File: src/sys_timing_pkg.sv
/* shared widths, count and response word types,
   timer index type and command opcodes for the timing block */

package sys_timing_pkg;

	// ============================================================
	// widths
	// ============================================================
	localparam int COUNT_W    = 16;	// one timer count
	localparam int RSP_W      = 32;	// response word, wide enough for uptime
	localparam int MAX_TIMERS = 8;	// upper bound on the timer bank

	typedef logic [COUNT_W-1:0] count_t;
	typedef logic [RSP_W-1:0]   rsp_word_t;	// timer reads come back zero-extended

	// index wide enough to name any timer up to the bound
	typedef logic [$clog2(MAX_TIMERS)-1:0] timer_idx_t;

	// ============================================================
	// command opcodes
	// ============================================================
	typedef enum logic [2:0] {
		OP_LOAD   = 3'd0,	// cmd_data into count
		OP_START  = 3'd1,	// set running
		OP_STOP   = 3'd2,	// clear running
		OP_ACK    = 3'd3,	// clear sticky expired
		OP_READ   = 3'd4,	// count plus flags back
		OP_UPTIME = 3'd5	// ms uptime back
	} timer_op_t;

	// codes 6 and 7 unused, accepted and dropped

endpackage

File: src/countdown_timer.sv
/* one countdown channel, stepped by the ms tick,
   with load, start, stop, ack strobes and a sticky expired flag */

`timescale 1ns/1ps

module countdown_timer (
	input  logic                   clk25,
	input  logic                   rst,
	input  logic                   tick,		// ms step
	input  logic                   load,		// strobe from control
	input  sys_timing_pkg::count_t load_value,
	input  logic                   start,
	input  logic                   stop,
	input  logic                   ack,		// clears expired
	output sys_timing_pkg::count_t count,
	output logic                   running,
	output logic                   expired		// sticky until ack
);

	logic step;	// tick that actually acts on the count
	logic hit;	// this step ends the countdown

	// a load on the same edge as a tick wins outright
	assign step = tick && running && !load;

	// count of 1 reaches zero now, count of 0 expires at once
	assign hit = step && (count <= 1);

	// ============================================================
	// count
	// ============================================================
	always_ff @(posedge clk25) begin
		if (rst)
			count <= '0;
		else if (load)
			count <= load_value;
		else if (step && count != '0)
			count <= count - 1'b1;	// zero is left as is
	end

	// ============================================================
	// flags
	// ============================================================
	always_ff @(posedge clk25) begin
		if (rst) begin
			running <= 1'b0;
			expired <= 1'b0;
		end else begin
			// start over stop, then expiry ends the run (one-shot)
			if (start)
				running <= 1'b1;
			else if (stop || hit)
				running <= 1'b0;

			// new expiry beats an ack on the same edge
			if (hit)
				expired <= 1'b1;
			else if (ack)
				expired <= 1'b0;
		end
	end

	// only one of load/start/stop/ack is ever high in a cycle,
	// the control sends one strobe per accepted command
	// a restart after expiry needs OP_LOAD and OP_START again

endmodule

File: src/reset_sequencer.sv
/* reset sequencer, holds the internal reset
   until lock is present and a fixed hold has run out */

`timescale 1ns/1ps

module reset_sequencer #(
	parameter int RST_HOLD = 16	// cycles of hold after rst and lock clear
) (
	input  logic clk25,
	input  logic rst,		// external reset, sync
	input  logic pll_locked,	// lock flag from the clock source
	output logic sys_rst		// sequenced internal reset
);

	// counter stops at RST_HOLD, one extra state so it never wraps
	localparam int HOLD_W = $clog2(RST_HOLD + 1);
	localparam logic [HOLD_W-1:0] HOLD_END  = HOLD_W'(RST_HOLD);
	localparam logic [HOLD_W-1:0] HOLD_LAST = HOLD_W'(RST_HOLD - 1);

	logic [HOLD_W-1:0] hold_cnt;	// cycles seen with rst low and lock up

	// hold_cnt is k-1 on the k-th clean edge, so
	// sys_rst drops on edge RST_HOLD after release
	always_ff @(posedge clk25) begin
		if (rst || !pll_locked) begin
			hold_cnt <= '0;		// any loss of lock restarts the hold
			sys_rst  <= 1'b1;
		end else begin
			if (hold_cnt != HOLD_END)
				hold_cnt <= hold_cnt + HOLD_W'(1);	// saturate
			sys_rst <= (hold_cnt < HOLD_LAST);
		end
	end

	// rst and pll_locked are both taken as sync to clk25
	// lock drop shows on sys_rst one edge later

endmodule

File: src/sys_timing_top.sv
/* timing block top level with reset sequencer, ms and frame dividers,
   the countdown timer bank and the command control */

`timescale 1ns/1ps

module sys_timing_top #(
	parameter int CLK_FREQ    = 25_000_000,	// clk25 rate in Hz
	parameter int NUM_TIMERS  = 4,		// 1 .. MAX_TIMERS
	parameter int RST_HOLD    = 4096,	// hold after lock, in cycles
	parameter int PULSE_WIDTH = 4		// stretched pulse width
) (
	input  logic                       clk25,
	input  logic                       rst,
	input  logic                       pll_locked,
	input  logic                       cmd_valid,
	input  sys_timing_pkg::timer_op_t  cmd_op,
	input  sys_timing_pkg::timer_idx_t cmd_timer,
	input  sys_timing_pkg::count_t     cmd_data,
	input  logic                       rsp_ready,
	output logic                       sys_rst,
	output logic                       cmd_ready,
	output logic                       rsp_valid,
	output sys_timing_pkg::rsp_word_t  rsp_data,
	output logic                       rsp_running,
	output logic                       rsp_expired,
	output logic                       irq,
	output logic                       tick_1khz,	// one cycle per ms
	output logic                       pulse_1khz,	// widened ms pulse
	output logic                       pulse_60hz	// widened frame pulse
);

	import sys_timing_pkg::*;

	// timer bank wiring
	logic [NUM_TIMERS-1:0]   tmr_load;
	logic [NUM_TIMERS-1:0]   tmr_start;
	logic [NUM_TIMERS-1:0]   tmr_stop;
	logic [NUM_TIMERS-1:0]   tmr_ack;
	logic [NUM_TIMERS-1:0]   tmr_running;
	logic [NUM_TIMERS-1:0]   tmr_expired;
	count_t                  tmr_value;
	count_t [NUM_TIMERS-1:0] tmr_count;

	// ============================================================
	// reset and dividers
	// ============================================================
	reset_sequencer #(.RST_HOLD(RST_HOLD)) i_reset_sequencer (
		.clk25      (clk25),
		.rst        (rst),
		.pll_locked (pll_locked),
		.sys_rst    (sys_rst)
	);

	tick_divider #(.DIVISOR(CLK_FREQ / 1000), .PULSE_WIDTH(PULSE_WIDTH)) i_ms_divider (
		.clk25 (clk25),
		.rst   (sys_rst),
		.tick  (tick_1khz),
		.pulse (pulse_1khz)
	);

	// frame rate, only the widened pulse leaves the block
	tick_divider #(.DIVISOR(CLK_FREQ / 60), .PULSE_WIDTH(PULSE_WIDTH)) i_frame_divider (
		.clk25 (clk25),
		.rst   (sys_rst),
		.tick  (),
		.pulse (pulse_60hz)
	);

	// ============================================================
	// timer bank and control
	// ============================================================
	for (genvar i = 0; i < NUM_TIMERS; i++) begin : g_timer
		countdown_timer i_countdown_timer (
			.clk25      (clk25),
			.rst        (sys_rst),
			.tick       (tick_1khz),
			.load       (tmr_load[i]),
			.load_value (tmr_value),
			.start      (tmr_start[i]),
			.stop       (tmr_stop[i]),
			.ack        (tmr_ack[i]),
			.count      (tmr_count[i]),
			.running    (tmr_running[i]),
			.expired    (tmr_expired[i])
		);
	end

	timer_control #(.NUM_TIMERS(NUM_TIMERS)) i_timer_control (
		.clk25       (clk25),
		.rst         (sys_rst),
		.tick        (tick_1khz),
		.cmd_valid   (cmd_valid),
		.cmd_ready   (cmd_ready),
		.cmd_op      (cmd_op),
		.cmd_timer   (cmd_timer),
		.cmd_data    (cmd_data),
		.rsp_valid   (rsp_valid),
		.rsp_ready   (rsp_ready),
		.rsp_data    (rsp_data),
		.rsp_running (rsp_running),
		.rsp_expired (rsp_expired),
		.irq         (irq),
		.tmr_load    (tmr_load),
		.tmr_start   (tmr_start),
		.tmr_stop    (tmr_stop),
		.tmr_ack     (tmr_ack),
		.tmr_value   (tmr_value),
		.tmr_count   (tmr_count),
		.tmr_running (tmr_running),
		.tmr_expired (tmr_expired)
	);

endmodule

File: src/tick_divider.sv
/* clock divider giving a one-cycle tick at the terminal count
   and a stretched pulse over the last cycles of each period */

`timescale 1ns/1ps

module tick_divider #(
	parameter int DIVISOR     = 25000,	// period in clk25 cycles
	parameter int PULSE_WIDTH = 4		// stretched pulse width in cycles
) (
	input  logic clk25,
	input  logic rst,	// sequenced reset from the sequencer
	output logic tick,	// one cycle per period
	output logic pulse	// PULSE_WIDTH cycles, ends on the tick
);

	// ============================================================
	// period counter
	// ============================================================
	localparam int CNT_W = $clog2(DIVISOR + 1);
	localparam logic [CNT_W-1:0] CNT_LAST = CNT_W'(DIVISOR);
	localparam logic [CNT_W-1:0] CNT_ONE  = CNT_W'(1);
	// first count of the widened pulse
	localparam logic [CNT_W-1:0] PULSE_FIRST = CNT_W'(DIVISOR - PULSE_WIDTH + 1);

	logic [CNT_W-1:0] div_cnt;	// runs 1 .. DIVISOR

	// held at 1 in reset, so count k shows on cycle k after release
	always_ff @(posedge clk25) begin
		if (rst)
			div_cnt <= CNT_ONE;
		else if (div_cnt == CNT_LAST)
			div_cnt <= CNT_ONE;		// wrap back to 1, never 0
		else
			div_cnt <= div_cnt + CNT_ONE;
	end

	// ============================================================
	// outputs
	// ============================================================
	// decoded straight from the count
	// reset holds the count at 1, which is below both compares
	// as long as DIVISOR exceeds PULSE_WIDTH
	assign tick  = (div_cnt == CNT_LAST);
	assign pulse = (div_cnt >= PULSE_FIRST);	// last PULSE_WIDTH counts

	// with 20 kHz clock and DIVISOR 20, pulse covers counts 17 .. 20
	// frame divider at 333 covers 330 .. 333

endmodule

File: src/timer_control.sv
/* command decode, per-timer strobes, ms uptime counter,
   held read response and registered interrupt for the timer bank */

`timescale 1ns/1ps

module timer_control #(
	parameter int NUM_TIMERS = 4
) (
	input  logic                                    clk25,
	input  logic                                    rst,
	input  logic                                    tick,		// ms tick
	// command port
	input  logic                                    cmd_valid,
	output logic                                    cmd_ready,
	input  sys_timing_pkg::timer_op_t               cmd_op,
	input  sys_timing_pkg::timer_idx_t              cmd_timer,
	input  sys_timing_pkg::count_t                  cmd_data,
	// response port
	output logic                                    rsp_valid,
	input  logic                                    rsp_ready,
	output sys_timing_pkg::rsp_word_t               rsp_data,
	output logic                                    rsp_running,
	output logic                                    rsp_expired,
	output logic                                    irq,
	// timer bank side
	output logic [NUM_TIMERS-1:0]                   tmr_load,
	output logic [NUM_TIMERS-1:0]                   tmr_start,
	output logic [NUM_TIMERS-1:0]                   tmr_stop,
	output logic [NUM_TIMERS-1:0]                   tmr_ack,
	output sys_timing_pkg::count_t                  tmr_value,	// shared load value
	input  sys_timing_pkg::count_t [NUM_TIMERS-1:0] tmr_count,
	input  logic [NUM_TIMERS-1:0]                   tmr_running,
	input  logic [NUM_TIMERS-1:0]                   tmr_expired
);

	import sys_timing_pkg::*;

	logic                  live;		// low during reset and the cycle after
	logic                  accept;		// command transfers this edge
	logic                  wants_rsp;	// read or uptime
	logic [NUM_TIMERS-1:0] sel;		// one-hot addressed timer
	count_t                rd_count;
	logic                  rd_running;
	logic                  rd_expired;
	rsp_word_t             uptime;		// ms since sys_rst fell

	// ============================================================
	// command handshake
	// ============================================================
	// no new command while a response is held
	assign cmd_ready = live && !rsp_valid;
	assign accept    = cmd_valid && cmd_ready;
	assign wants_rsp = (cmd_op == OP_READ) || (cmd_op == OP_UPTIME);

	always_ff @(posedge clk25) begin
		if (rst)
			live <= 1'b0;
		else
			live <= 1'b1;
	end

	// address decode and read mux
	// an index past NUM_TIMERS matches nothing and reads back zero
	always_comb begin
		sel        = '0;
		rd_count   = '0;
		rd_running = 1'b0;
		rd_expired = 1'b0;
		for (int i = 0; i < NUM_TIMERS; i++) begin
			if (cmd_timer == timer_idx_t'(i)) begin
				sel[i]     = 1'b1;
				rd_count   = tmr_count[i];
				rd_running = tmr_running[i];
				rd_expired = tmr_expired[i];
			end
		end
	end

	// ============================================================
	// per-timer strobes
	// ============================================================
	// one cycle wide, timers act on the transfer edge
	assign tmr_load  = sel & {NUM_TIMERS{accept && (cmd_op == OP_LOAD)}};
	assign tmr_start = sel & {NUM_TIMERS{accept && (cmd_op == OP_START)}};
	assign tmr_stop  = sel & {NUM_TIMERS{accept && (cmd_op == OP_STOP)}};
	assign tmr_ack   = sel & {NUM_TIMERS{accept && (cmd_op == OP_ACK)}};
	assign tmr_value = cmd_data;	// only sampled where tmr_load is set

	// ============================================================
	// uptime and interrupt
	// ============================================================
	always_ff @(posedge clk25) begin
		if (rst) begin
			uptime <= '0;
			irq    <= 1'b0;
		end else begin
			if (tick)
				uptime <= uptime + 1'b1;	// wraps after 2^32 ms
			irq <= |tmr_expired;	// one cycle behind the flags
		end
	end

	// ============================================================
	// response
	// ============================================================
	always_ff @(posedge clk25) begin
		if (rst)
			rsp_valid <= 1'b0;
		else if (accept && wants_rsp)
			rsp_valid <= 1'b1;
		else if (rsp_ready)
			rsp_valid <= 1'b0;	// transfer done, drop next edge
	end

	// snapshot at the transfer edge, values as they stood that cycle
	// held unchanged since no command is accepted while rsp_valid is up
	always_ff @(posedge clk25) begin
		if (accept) begin
			case (cmd_op)
				OP_READ: begin
					rsp_data    <= rsp_word_t'(rd_count);	// zero-extend
					rsp_running <= rd_running;
					rsp_expired <= rd_expired;
				end
				OP_UPTIME: begin
					rsp_data    <= uptime;	// pre-increment value
					rsp_running <= 1'b0;
					rsp_expired <= 1'b0;
				end
				default: ;	// no response for the rest
			endcase
		end
	end

endmodule
File: config.mk
export PLATFORM = sky130hd
export DESIGN_NAME = sys_timing_top
export DESIGN_NICKNAME = d
export VERILOG_FILES = /design/src/sys_timing_pkg.sv /design/src/countdown_timer.sv /design/src/reset_sequencer.sv /design/src/sys_timing_top.sv /design/src/tick_divider.sv /design/src/timer_control.sv
export SDC_FILE = /design/constraint.sdc
export NUM_CORES = 1
export LEC_CHECK = 0
export BUFFER_PORTS_ARGS = -buffer_cell sky130_fd_sc_hd__buf_2
export CORE_MARGIN = 5
export CORE_UTILIZATION = 60
export CTS_CLUSTER_DIAMETER = 60
export DETAILED_ROUTE_END_ITERATION = 16
export PLACE_DENSITY = 0.79
export SKIP_LAST_GASP = 1
export SYNTH_ARGS = -nofsm -noshare
export SYNTH_HDL_FRONTEND = slang
export SYNTH_SLANG_ARGS = --single-unit
File: constraint.sdc
create_clock -name clk25 -period 5.2 [get_ports clk25]
set_input_delay 1.04 -clock clk25 [delete_from_list [all_inputs] [get_ports clk25]]
set_output_delay 1.04 -clock clk25 [all_outputs]
set_load 0.02 [all_outputs]
# Word level (Yosys, flattened, before mapping)
# Index checks and enable logic that the tools add are counted.
[classes]
addsub = 8
n_lt_le_gt_ge = 7
n_eq_ne = 11
mux = 46
bitwise = 4
reduce_logical = 59
[ops]
columns = ["op", "n"]
rows = [
  ["$mux 16", 12],
  ["$le 16x1->1 const B", 4],
  ["$pmux 32 s2", 1],
  ["$reduce_bool 16->1", 4],
  ["$sub 16x1->16 const B", 4],
  ["$add 32x1->32 const B", 1],
  ["$mux 1", 31],
  ["$reduce_bool 2->1", 14],
  ["$logic_and 1x1->1", 23],
  ["$add 19x1->19 const B", 1],
  ["$eq 19x19->1 const B", 1],
  ["$ge 19x19->1 const B", 1],
  ["$and 4x4->4", 4],
  ["$add 15x1->15 const B", 1],
  ["$eq 15x15->1 const B", 1],
  ["$ge 15x15->1 const B", 1],
  ["$add 13x1->13 const B", 1],
  ["$lt 13x12->1 const B", 1],
  ["$ne 13x13->1 const B", 1],
  ["$eq 3x2->1 const B", 4],
  ["$eq 3x1->1 const B", 2],
  ["$eq 3x3->1 const B", 2],
  ["$logic_not 1->1", 6],
  ["$logic_not 3->1", 2],
  ["5 further kinds", 12],
]
[totals]
ff_bits = 189
in_bits = 27
output_inout_bits = 41
elab_cells = 158

# Logic depth before layout (Yosys ltp)
# Gate-level depths: netlist of the first run.
[depth]
ltp_word = 11
mapped_depth = 11
mapped_depth_nobuf = 9

# Cells and area by module
# From an unflattened synthesis of the first run, not the netlist that was laid out.
[unflattened]
cells_unflattened = 1173
hier_area_um2 = 10625.2
[modules_own_cells]
columns = ["mod", "instances", "cells_per_inst", "area_each_um2", "seq_area_each_um2"]
rows = [
  ["timer_control", 1, 340, 3617.2, 1721.7],
  ["countdown_timer at g_timer[0].i_countdown_timer ...", 3, 140, 1152.4, 360.3],
  ["countdown_timer at g_timer[2].i_countdown_timer", 1, 126, 1087.3, 360.3],
  ["tick_divider at i_frame_divider", 1, 119, 997.2, 380.4],
  ["tick_divider at i_ms_divider", 1, 89, 782.0, 300.3],
  ["reset_sequencer", 1, 79, 684.4, 280.3],
]

# Least setup slack after synthesis of the first run
# No wires, ideal clock.
[synth_path]
path_type = "in2reg"
from = "in cmd_op[2]"
to = "reg g_timer[0].i_countdown_timer.count[10]"
setup_ns = 0.059
arrival_ns = 2.705
required_time_ns = 5.141
setup_slack_ns = 2.435
cell_stages = 6
path_buffers = 1
cell_sequence = "nor4bb_1 -> and2_1 -> nand2_1 -> nor2_1 -> clkbuf_1 -> a22o_1"
[synth_via]
elab_chain_len = 7
word_cells_on_any_way = 8
classes_between = "mux: 1; bitwise: 1; reduce/logical: 6"
[synth_lines]
columns = ["element", "line", "text"]
rows = [
  ["start, declared", "sys_timing_top.sv:16", "input sys_timing_pkg::timer_op_t cmd_op,"],
  ["$logic_not 3->1 *", "timer_control.sv:83", "assign tmr_load = sel & {NUM_TIMERS{accept && (cmd_op == OP_LOAD)}};"],
  ["$logic_and 1x1->1 *", "timer_control.sv:83", ""],
  ["$and 4x4->4 *", "timer_control.sv:83", ""],
  ["$logic_not 1->1", "countdown_timer.sv:24", "assign step = tick && running && !load;"],
  ["$logic_and 1x1->1", "countdown_timer.sv:24", ""],
  ["$logic_and 1x1->1", "countdown_timer.sv:37", "else if (step && count != '0)"],
  ["$reduce_bool 2->1 (no line)", "-", ""],
  ["end signal, assigned", "countdown_timer.sv:36", "count <= load_value;"],
  ["end signal, assigned", "countdown_timer.sv:38", "count <= count - 1'b1;"],
  ["end, declared", "countdown_timer.sv:15", "output sys_timing_pkg::count_t count,"],
]
# Mark *: on every way between the ends. The rest lies on a longest branch, timed or not.
# A chain may end at the register's enable or synchronous reset.

# Final worst setup path of the first run
[layout_path]
from = "reg i_ms_divider.div_cnt[11]"
to = "out tick_1khz"
[layout_via]
elab_chain_len = 1
[layout_lines]
columns = ["element", "line", "text"]
rows = [
  ["start, declared", "tick_divider.sv:25", "logic [CNT_W-1:0] div_cnt;"],
  ["start signal, assigned", "tick_divider.sv:34", "div_cnt <= div_cnt + CNT_ONE;"],
  ["$eq 15x15->1", "tick_divider.sv:43", "assign tick = (div_cnt == CNT_LAST);"],
  ["end, declared", "sys_timing_top.sv:27", "output logic tick_1khz,"],
]
# No other way between the ends.

==> out/metrics.csv, run 1 <==
metric;value;unit
Final Slew Violations;0;
Cell Rows;46;
htree depth;4;
# hold bufs at CTS;0;
fin crit period;3.491;ns
CTS tree;done;
final hold viol count;0;
chip height;136.8;µm
Power Density;263.8;mW/mm²
most frequent cells in the layout;nor2_1, dfxtp_1, a21oi_1, nand2_1, buf_2;
gpl congestion;1.010;
Seq/Total Area, Yosys;0.4277;
largest net degree at the start of global routing;56;
Syn Nets;1153;
slew margin rel.;0.2035;
Post-Syn Instances;1106;
routing usage on met3;0.06176;
synthesized cell area;0.009642;mm²
setup TNS;0;ns
Power Total;2817;µW
IO Port Bufs;67;
Top Usage Layer GRT;met2;
Crit path largest cell delay;0.56;ns
asr flop ratio synth;0;
Synth area leader;dfxtp_1;
Post-CTS Setup Inserts;0;
max-cap viol count;0;
fin util;0.6745;
ant diodes;0;
# setup viols final;0;
worst-margin pin slew;1.188;ns
CTS Root Cell;clkbuf_16;
Layout fillers;1289;
WS Path Type;reg -> out;
First-pass DRT Iterations;5;
WP data arrival;2.45;ns
P&R area growth vs syn;10.72;%
FF/Latch Area;0.004128;mm²
Layout Skew;0.01000;ns
initial antenna violation count;1;
Post-DP HPWL;16740;µm
CTS resizes;0;
met1 Resource Use GR;0.3415;
core region area;0.01583;mm²
Post-synth top flop;dfxtp_1;
Area contributors post-synth;dfxtp_1, edfxtp_1, nor2_1, xor2_1, xnor2_1;
WL per Instance;17.21;µm
LEAKAGE;0.003896;µW
EDFF count, synth;34;
Multi-input gate area;0.005245;mm²
CP delay by family, top;buffers and inverters;
status;completed;
flops & latches, synth;189;
synth unique cells;66;
drt total wl;23680;µm
1st-iter DRT viols;619;
Yosys top cell area share;0.3218;
Crit path required time;4.16;ns
GR Util met2;0.4116;
pre-CTS setup slack;1.525;ns
Total GRT Usage;0.2581;
Die ar.;0.01870;mm²
Worst setup EP type;output pin;
first-pass GRT wire length;38090;µm
Fin Hold WS;0.4835;ns
initial core utilization;0.6092;
fin nets;1194;
final setup margin;1.709;ns
commonest non-fill, non-tap cell in the layout;nor2_1;
buffer and inverter count on the worst path;2;
ANT nets after route;0;
CP startpoint kind;register;
Sink Count;189;
vias per cell;5.976;
CTS max path bufs;2;
Hold WC Path Type;reg -> reg;
RSZ-0062 raised after global routing;no;
Max Fclk;0.2865;GHz
Clock Latency Late Sink;0.43;ns
Tcrit/Tclk final;0.6713;
number of CTS-inserted buffers;17;
Crit Path Max Fanout;13;
maximum VDD drop;0.2881;mV
number of global-route vias before repair;7588;
share of layout cells above drive strength 1;0.1138;
drt drc;0;
clock-pin slew on the worst setup and hold paths;0.07;ns
Remaining Overflow, GRT;0;
Via Count;8223;
IO Pins;68;
CP Cell Sequence;nor4_1 > nand4_1 > inv_1 > buf_2;
Die W;136.8;µm
Critical-path top delay cell;inv_1;
synthesis warning total;0;
Avg Inst Size Synth;8.718;µm²
==> synthesized netlist by cell type (3+ instances only) <==
cell and number:
nor2_1 201, dfxtp_1 155, a21oi_1 75, nand2_1 71, xor2_1 61, xnor2_1 55, clkbuf_1 43, a211oi_1 41
nand3_1 38, edfxtp_1 34, and3_1 31, nor4_1 26, nor3_1 23, or3_1 23, o21ai_0 22, ha_1 20
inv_1 20, mux2i_1 18, nand4_1 18, a22o_1 14, or4_1 9, nor2b_1 7, and2_1 5, nor3b_1 5
o211ai_1 5, or4_4 5, buf_1 4, nand3b_1 4, nand4b_1 4, nor4b_1 4, o2111ai_1 4, o31ai_1 4
or2_2 4, a311oi_1 3, and4_1 3, buf_2 3, nor4_2 3, nor4bb_1 3, o31a_1 3
==> metal layers <==
| layer | share of wire | wire [µm] |
|---|---|---|
| met3 | 0.074 | 1762 |
| met5 | 0.00055 | 13 |
| met2 | 0.46 | 10890 |
| met4 | 0.029 | 696 |
| met1 | 0.44 | 10320 |
==> where the power goes <==
group | switching [µW] | internal [µW] | total [µW]
Clock | 579 | 690 | 1270
Combinational | 43.5 | 18.0 | 61.5
Sequential | 0.928 | 1480 | 1490
==> through the flow <==
| step | instances | cell area (µm²) |
|---|---|---|
| after global placement | 1344 | 10100 |
| after detailed placement | 1344 | 10100 |
| after CTS | 1376 | 10680 |
| after floorplan | 1106 | 9642 |
| after global routing | 1376 | 10680 |
| final | 1376 | 10680 |
==> worst reg2reg max path: stages (launching register included) <==
cell	delay (ns)
dfxtp_1	0.36
nor4_1	0.43
nand4_1	0.38
inv_1	0.56
o211ai_1	0.59
or3_1	0.53
a311oi_1	0.24
==> area by class of cell <==
cell class / count / share of cell area
clock buffers: 23 / 0.04677
clock inverters: 9 / 0.006915
inverters: 21 / 0.007384
multi-input cells: 845 / 0.4913
flip-flops and latches: 189 / 0.3867
well taps: 216 / 0.02532
repair buffers: 73 / 0.03563
==> worst paths after layout <==
kind | start | cells past startpoint | slack [ns] | endpoint
setup reg to reg | i_ms_divider.div_cnt[11]$_SDFF_PP0_ | 6 | 2.02 | g_timer[2].i_countdown_timer.count[6]$_SDFFE_PP0P_
hold reg to reg | i_frame_divider.div_cnt[9]$_SDFF_PP0_ | 2 | 0.48 | i_frame_divider.div_cnt[9]$_SDFF_PP0_
hold / removal | i_frame_divider.div_cnt[9]$_SDFF_PP0_ | 2 | 0.48 | i_frame_divider.div_cnt[9]$_SDFF_PP0_
setup / recovery | i_ms_divider.div_cnt[11]$_SDFF_PP0_ | 4 | 1.71 | tick_1khz
==> state kept, by name, indices dropped and copies added (netlist names) <==
signal,flops
i_timer_control.live,1
i_ms_divider.div_cnt,15
i_timer_control.irq,1
i_frame_divider.div_cnt,19
i_timer_control.rsp_valid,1
i_timer_control.rsp_data,32
g_timer.i_countdown_timer.expired,4
i_timer_control.rsp_expired,1
i_timer_control.rsp_running,1
i_reset_sequencer.hold_cnt,13
i_timer_control.uptime,32
g_timer.i_countdown_timer.running,4
g_timer.i_countdown_timer.count,64
i_reset_sequencer.sys_rst,1
==> cells by family after synthesis <==
logic type | after synthesis | share of synthesized area
simple gates | 503 | 0.2656
flops | 189 | 0.4277
compound gates | 186 | 0.1255
xor+xnor | 116 | 0.1054
buf+inv | 72 | 0.02881
mux | 20 | 0.02102
fa+ha+maj | 20 | 0.02595
No activity file was read; power rests on OpenSTA's default activity.
==> run 2, diff against run 1 <==
==> constraint.sdc (replaced) <==
create_clock -name clk25 -period 3.4 [get_ports clk25]
set_input_delay 0.68 -clock clk25 [delete_from_list [all_inputs] [get_ports clk25]]
set_output_delay 0.68 -clock clk25 [all_outputs]
set_load 0.02 [all_outputs]
==> run 2 against run 1 <==
  * Sequential power is 52% higher
  * Cell area rose by 0.76%
  * Final cell count grew 0.87%
  * Non-clock buffer count rose by 11
  * Utilization increased by 0.51 points
  * Wire length increased by 2.7%
  * Flip-flop and latch count stayed put
  * Count of clock-buffer cells in the layout fell by 5
  * Worst hold slack got worse by 0.0047 ns
  * First-iteration DRC count up 16%
  * Global-route usage grew 0.49 points
  * Clock power grew 54%
  * Critical path type is now reg -> reg
  * Largest power group unchanged
  * Highest routed layer is now met4
==> out/metrics.csv, run 2 (synthesis results as in run 1) <==
metric;value;unit
status;completed;
Post-CTS Setup Inserts;0;
htree depth;4;
worst r2r src;i_ms_divider.div_cnt[0]$_SDFF_PP1_;
crit path to;g_timer[2].i_countdown_timer.count[6]$_SDFFE_PP0P_;
drt drc;0;
largest reg by FF count;g_timer.i_countdown_timer.count;
CTS Root Cell;clkbuf_16;
share of layout cells above drive strength 1;0.1238;
placed instance area;0.01018;mm²
Cell Rows;46;
Power Density;402.2;mW/mm²
Crit path largest cell delay;0.53;ns
Post-DP HPWL;17070;µm
Clock Latency Late Sink;0.44;ns
CTS resizes;0;
Critical Path Start;i_ms_divider.div_cnt[0]$_SDFF_PP1_;
WHS Path Cells;2;
core region area;0.01583;mm²
final hold viol count;0;
Via Count;8288;
setup TNS;0;ns
# hold bufs at CTS;0;
WP data arrival;3.40;ns
most frequent cells in the layout;nor2_1, dfxtp_1, a21oi_1, nand2_1, buf_2;
LEAKAGE;0.003941;µW
Layout Skew;0.01143;ns
fin crit period;3.050;ns
Crit Path Max Fanout;16;
most frequent CP cell;inv_1;
CP Cell Sequence;inv_1 > ha_1 > and4b_1 > nand4_1 > inv_1 > o211ai_1 > or3_1 > a311oi_1;
CP delay by family, top;simple AND/OR/NAND/NOR gates;
Critical-path top delay cell;o211ai_1;
P&R area growth vs syn;11.56;%
reg2reg end;g_timer[2].i_countdown_timer.count[6]$_SDFFE_PP0P_;
buffer and inverter count on the worst path;2;
Hold WC Path Type;reg -> reg;
WS Path Type;reg -> reg;
Final Slew Violations;0;
initial antenna violation count;0;
CTS max path bufs;2;
slew margin rel.;0.2166;
Worst setup EP type;register;
final setup margin;0.3502;ns
maximum VDD drop;0.3611;mV
CP startpoint kind;register;
Tcrit/Tclk final;0.8970;
max reg flops;64;
Crit path required time;3.75;ns
clock-pin slew on the worst setup and hold paths;0.07;ns
initial core utilization;0.6092;
biggest regs;g_timer.i_countdown_timer.count: 64 flops, i_timer_control.rsp_data: 32 flops, i_timer_control.uptime: 32 flops;
largest net degree at the start of global routing;53;
Max Fclk;0.3279;GHz
IO Pins;68;
ANT nets after route;0;
WP depth;8;
drt total wl;24310;µm
First-pass DRT Iterations;7;
worst-margin pin slew;1.170;ns
# setup viols final;0;
number of global-route vias before repair;7709;
chip height;136.8;µm
1st-iter DRT viols;715;
Die W;136.8;µm
Die ar.;0.01870;mm²
max-cap viol count;0;
vias per cell;5.971;
RSZ-0062 raised after global routing;no;
r2r worst-path depth;8;
pre-CTS setup slack;0.4193;ns
Sink Count;189;
IO Port Bufs;67;
number of CTS-inserted buffers;17;
Remaining Overflow, GRT;0;
commonest non-fill, non-tap cell in the layout;nor2_1;
fin nets;1205;
flop2flop setup slack;0.35;ns
final instance area;0.01076;mm²
first-pass GRT wire length;38860;µm
Total GRT Usage;0.2629;
CTS tree;done;
gpl congestion;0.9793;
WL per Instance;17.52;µm
Layout fillers;1294;
-- run 2: through the flow --
stage	hold slack, ns	total power (µW)	utilization	instances
floorplan	0.4380	2374	-	1106
global placement	0.4580	2420	0.6435	1355
detailed placement	0.4596	2420	0.6435	1355
CTS	0.4785	4344	0.6794	1387
global route	0.4923	4449	0.6794	1387
finish	0.4788	4327	0.6796	1388
-- run 2: layer usage --
metal,global-route usage,wire (µm)
met2,0.4296,11520
met4,0.09462,688
met5,0,0
met1,0.3455,10360
met3,0.05478,1738
-- run 2: worst register-to-register path: cells and delay by family, from the launching register on --
family / cells / cell delay, ns
simple gates: 3 / 1.11
compound gates: 2 / 0.79
buf+inv: 2 / 0.51
flops: 1 / 0.38
fa+ha+maj: 1 / 0.17
-- run 2: how the worst min path moves through the flow --
| stage | end | startpoint | slack (ns) |
|---|---|---|---|
| final | g_timer[0].i_countdown_timer.expired$_SDFFE_PP0P_ | g_timer[0].i_countdown_timer.expired$_SDFFE_PP0P_ | 0.48 |
| after global routing | g_timer[0].i_countdown_timer.expired$_SDFFE_PP0P_ | g_timer[0].i_countdown_timer.expired$_SDFFE_PP0P_ | 0.49 |
| after CTS | g_timer[0].i_countdown_timer.expired$_SDFFE_PP0P_ | g_timer[0].i_countdown_timer.expired$_SDFFE_PP0P_ | 0.48 |
| after detailed placement | i_reset_sequencer.sys_rst$_SDFF_PP1_ | i_reset_sequencer.hold_cnt[12]$_SDFFE_PP0P_ | 0.46 |
| after global placement | i_ms_divider.div_cnt[0]$_SDFF_PP1_ | i_ms_divider.div_cnt[0]$_SDFF_PP1_ | 0.46 |
| after floorplan | i_ms_divider.div_cnt[0]$_SDFF_PP1_ | i_ms_divider.div_cnt[0]$_SDFF_PP1_ | 0.44 |
-- run 2: where the power goes --
part	internal (µW)	switching [µW]	total, µW	leakage [µW]
clock	1040	912	1950	0.000279
sequential	2270	1.49	2270	0.00153
combinational	28.6	71.4	100	0.00213
-- run 2: final cells by class --
cell class | count | area (µm²) | share of cell area
diodes | 1 | 2.502 | 0.0002326
clock buffers | 18 | 439.2 | 0.04083
flip-flops and latches | 189 | 4128 | 0.3837
multi-input cells | 845 | 5245 | 0.4876
well taps | 216 | 270.3 | 0.02512
repair buffers | 84 | 462.9 | 0.04304
inverters | 21 | 78.83 | 0.007328
clock inverters | 14 | 130.1 | 0.01210
==> run 3, diff against run 2 <==
--- a/config.mk
+++ b/config.mk
@@ -6,6 +6,7 @@
 export NUM_CORES = 1
 export LEC_CHECK = 0
 export BUFFER_PORTS_ARGS = -buffer_cell sky130_fd_sc_hd__buf_2
+export CAP_MARGIN = 20
 export CORE_MARGIN = 5
 export CORE_UTILIZATION = 60
 export CTS_CLUSTER_DIAMETER = 60
==> constraint.sdc (replaced) <==
create_clock -name clk25 -period 3.65 [get_ports clk25]
set_input_delay 0.73 -clock clk25 [delete_from_list [all_inputs] [get_ports clk25]]
set_output_delay 0.73 -clock clk25 [all_outputs]
set_load 0.02 [all_outputs]
==> run 3 against run 2 <==
  * Utilization up 0.26 points
  * Non-clock buffer count down 1
  * Sequential share of layout area down 0.15 points
  * Register-to-register slack better by 0.42 ns
  * Die area unchanged
  * Sequential power down 7%
  * Cell area up 0.38%
  * Worst hold slack worse by 0.0039 ns
  * Largest cell class unchanged
  * Highest routed layer is now met5
==> out/metrics.csv, run 3 (synthesis results as in run 1) <==
metric;value;unit
status;completed;
WL per Instance;16.89;µm
initial antenna violation count;1;
max reg flops;64;
ant diodes;0;
routing usage on met3;0.05846;
Layout fillers;1248;
vias per cell;5.964;
Multi-input gate area;0.005245;mm²
P&R area growth vs syn;11.99;%
largest reg by FF count;g_timer.i_countdown_timer.count;
First-pass DRT Iterations;5;
number of global-route vias before repair;7402;
Max Fclk;0.3457;GHz
Total GRT Usage;0.2532;
Layout Skew;0.01176;ns
FF/Latch Area;0.004128;mm²
CTS tree;done;
commonest non-fill, non-tap cell in the layout;nor2_1;
core region area;0.01583;mm²
DP Cell Count;1353;
number of CTS-inserted buffers;17;
worst-margin pin slew;0.9762;ns
WP data arrival;2.16;ns
gpl congestion;0.9317;
Remaining Overflow, GRT;0;
Clock Latency Late Sink;0.44;ns
fin crit period;2.892;ns
IO Port Bufs;67;
CTS Root Cell;clkbuf_16;
RSZ-0062 raised after global routing;no;
Die W;136.8;µm
GR Util met2;0.4088;
fin cells;1386;
share of layout cells above drive strength 1;0.1231;
fin nets;1204;
Via Count;8266;
Worst setup EP type;output pin;
Power Density;382.1;mW/mm²
Crit path required time;2.92;ns
ANT nets after route;0;
IO Pins;68;
Crit Path Max Fanout;7;
htree depth;4;
Post-CTS Setup Inserts;0;
biggest regs;g_timer.i_countdown_timer.count: 64 flops, i_timer_control.rsp_data: 32 flops, i_timer_control.uptime: 32 flops;
r2r worst-path depth;10;
# hold bufs at CTS;0;
Hold WC Path Type;reg -> reg;
first-pass GRT wire length;37480;µm
Power Total;4126;µW
met1 Resource Use GR;0.3421;
setup TNS;0;ns
Sink Count;189;
WHS Path Cells;1;
initial core utilization;0.6092;
Cell Rows;46;
final hold viol count;0;
drt drc;0;
Final Slew Violations;0;
slew margin rel.;0.3476;
Tcrit/Tclk final;0.7924;
CP startpoint kind;register;
Die ar.;0.01870;mm²
WS Path Type;reg -> out;
max-cap viol count;0;
1st-iter DRT viols;759;
# setup viols final;0;
chip height;136.8;µm
CTS max path bufs;2;
LEAKAGE;0.003949;µW
CTS resizes;0;
most frequent cells in the layout;nor2_1, dfxtp_1, a21oi_1, nand2_1, buf_2;
Top Usage Layer GRT;met2;
clock-pin slew on the worst setup and hold paths;0.07;ns
largest net degree at the start of global routing;77;
drt total wl;23410;µm
maximum VDD drop;0.3441;mV
flop2flop setup slack;0.77;ns
Post-DP HPWL;16590;µm
==> run 3: cell count changes in the layout (fill, tap and decap cells not counted), sizes merged <==
cell	before	now
clkinv	5	4
buf	84	83
clkinvlp	2	4
inv	27	25
diode	1	0
clkbuf	18	19
==> run 3: area by class of cell <==
| cell class | instances | area share |
|---|---|---|
| Sequential cell | 189 | 0.3823 |
| Clock buffer | 19 | 0.04403 |
| Clock inverter | 13 | 0.01344 |
| Timing Repair Buffer | 83 | 0.04218 |
| Tap cell | 216 | 0.02503 |
| Multi-Input combinational cell | 845 | 0.4857 |
| Inverter | 21 | 0.007300 |
==> run 3: worst paths after layout <==
path | startpoint | end
worst min register to register | i_reset_sequencer.hold_cnt[12]$_SDFFE_PP0P_ | i_reset_sequencer.sys_rst$_SDFF_PP1_
worst max register to register | i_ms_divider.div_cnt[0]$_SDFF_PP1_ | g_timer[0].i_countdown_timer.count[15]$_SDFFE_PP0P_
worst max-delay path | i_ms_divider.div_cnt[0]$_SDFF_PP1_ | tick_1khz
worst min-delay path | i_reset_sequencer.hold_cnt[12]$_SDFFE_PP0P_ | i_reset_sequencer.sys_rst$_SDFF_PP1_
==> run 3: worst max-delay path, stage by stage (launching register included) <==
cell and delay [ns]:
dfxtp_1 0.38, inv_1 0.08, ha_1 0.17, and4b_1 0.19, nand4_1 0.30, inv_1 0.37
buf_2 0.23
==> run 3: power by group <==
part | switching, µW | total [µW] | internal [µW]
registers | 1.36 | 2120 | 2110
clock network | 872 | 1920 | 1050
logic | 62.8 | 89.7 | 26.9
total | 936 | 4130 | 3190
==> run 3: metal layers <==
| layer | part of all wire | vias up |
|---|---|---|
| li1 | - | 4042 |
| met1 | 0.43 | 3891 |
| met2 | 0.48 | 293 |
| met3 | 0.072 | 38 |
| met4 | 0.018 | 2 |
| met5 | 0.00056 | - |
==> run 3: per-stage QoR <==
| step | cell area (µm²) | utilization | setup slack, ns | hold slack (ns) |
|---|---|---|---|---|
| 2_1_floorplan | 9642 | - | 1.195 | 0.4380 |
| 3_3_place_gp | 10170 | 0.6425 | 0.8070 | 0.4634 |
| 3_5_place_dp | 10170 | 0.6425 | 0.8321 | 0.4592 |
| 4_1_cts | 10790 | 0.6817 | 0.7651 | 0.4781 |
| 5_1_grt | 10800 | 0.6822 | 0.4636 | 0.4967 |
| 6_report | 10800 | 0.6822 | 0.7576 | 0.4749 |
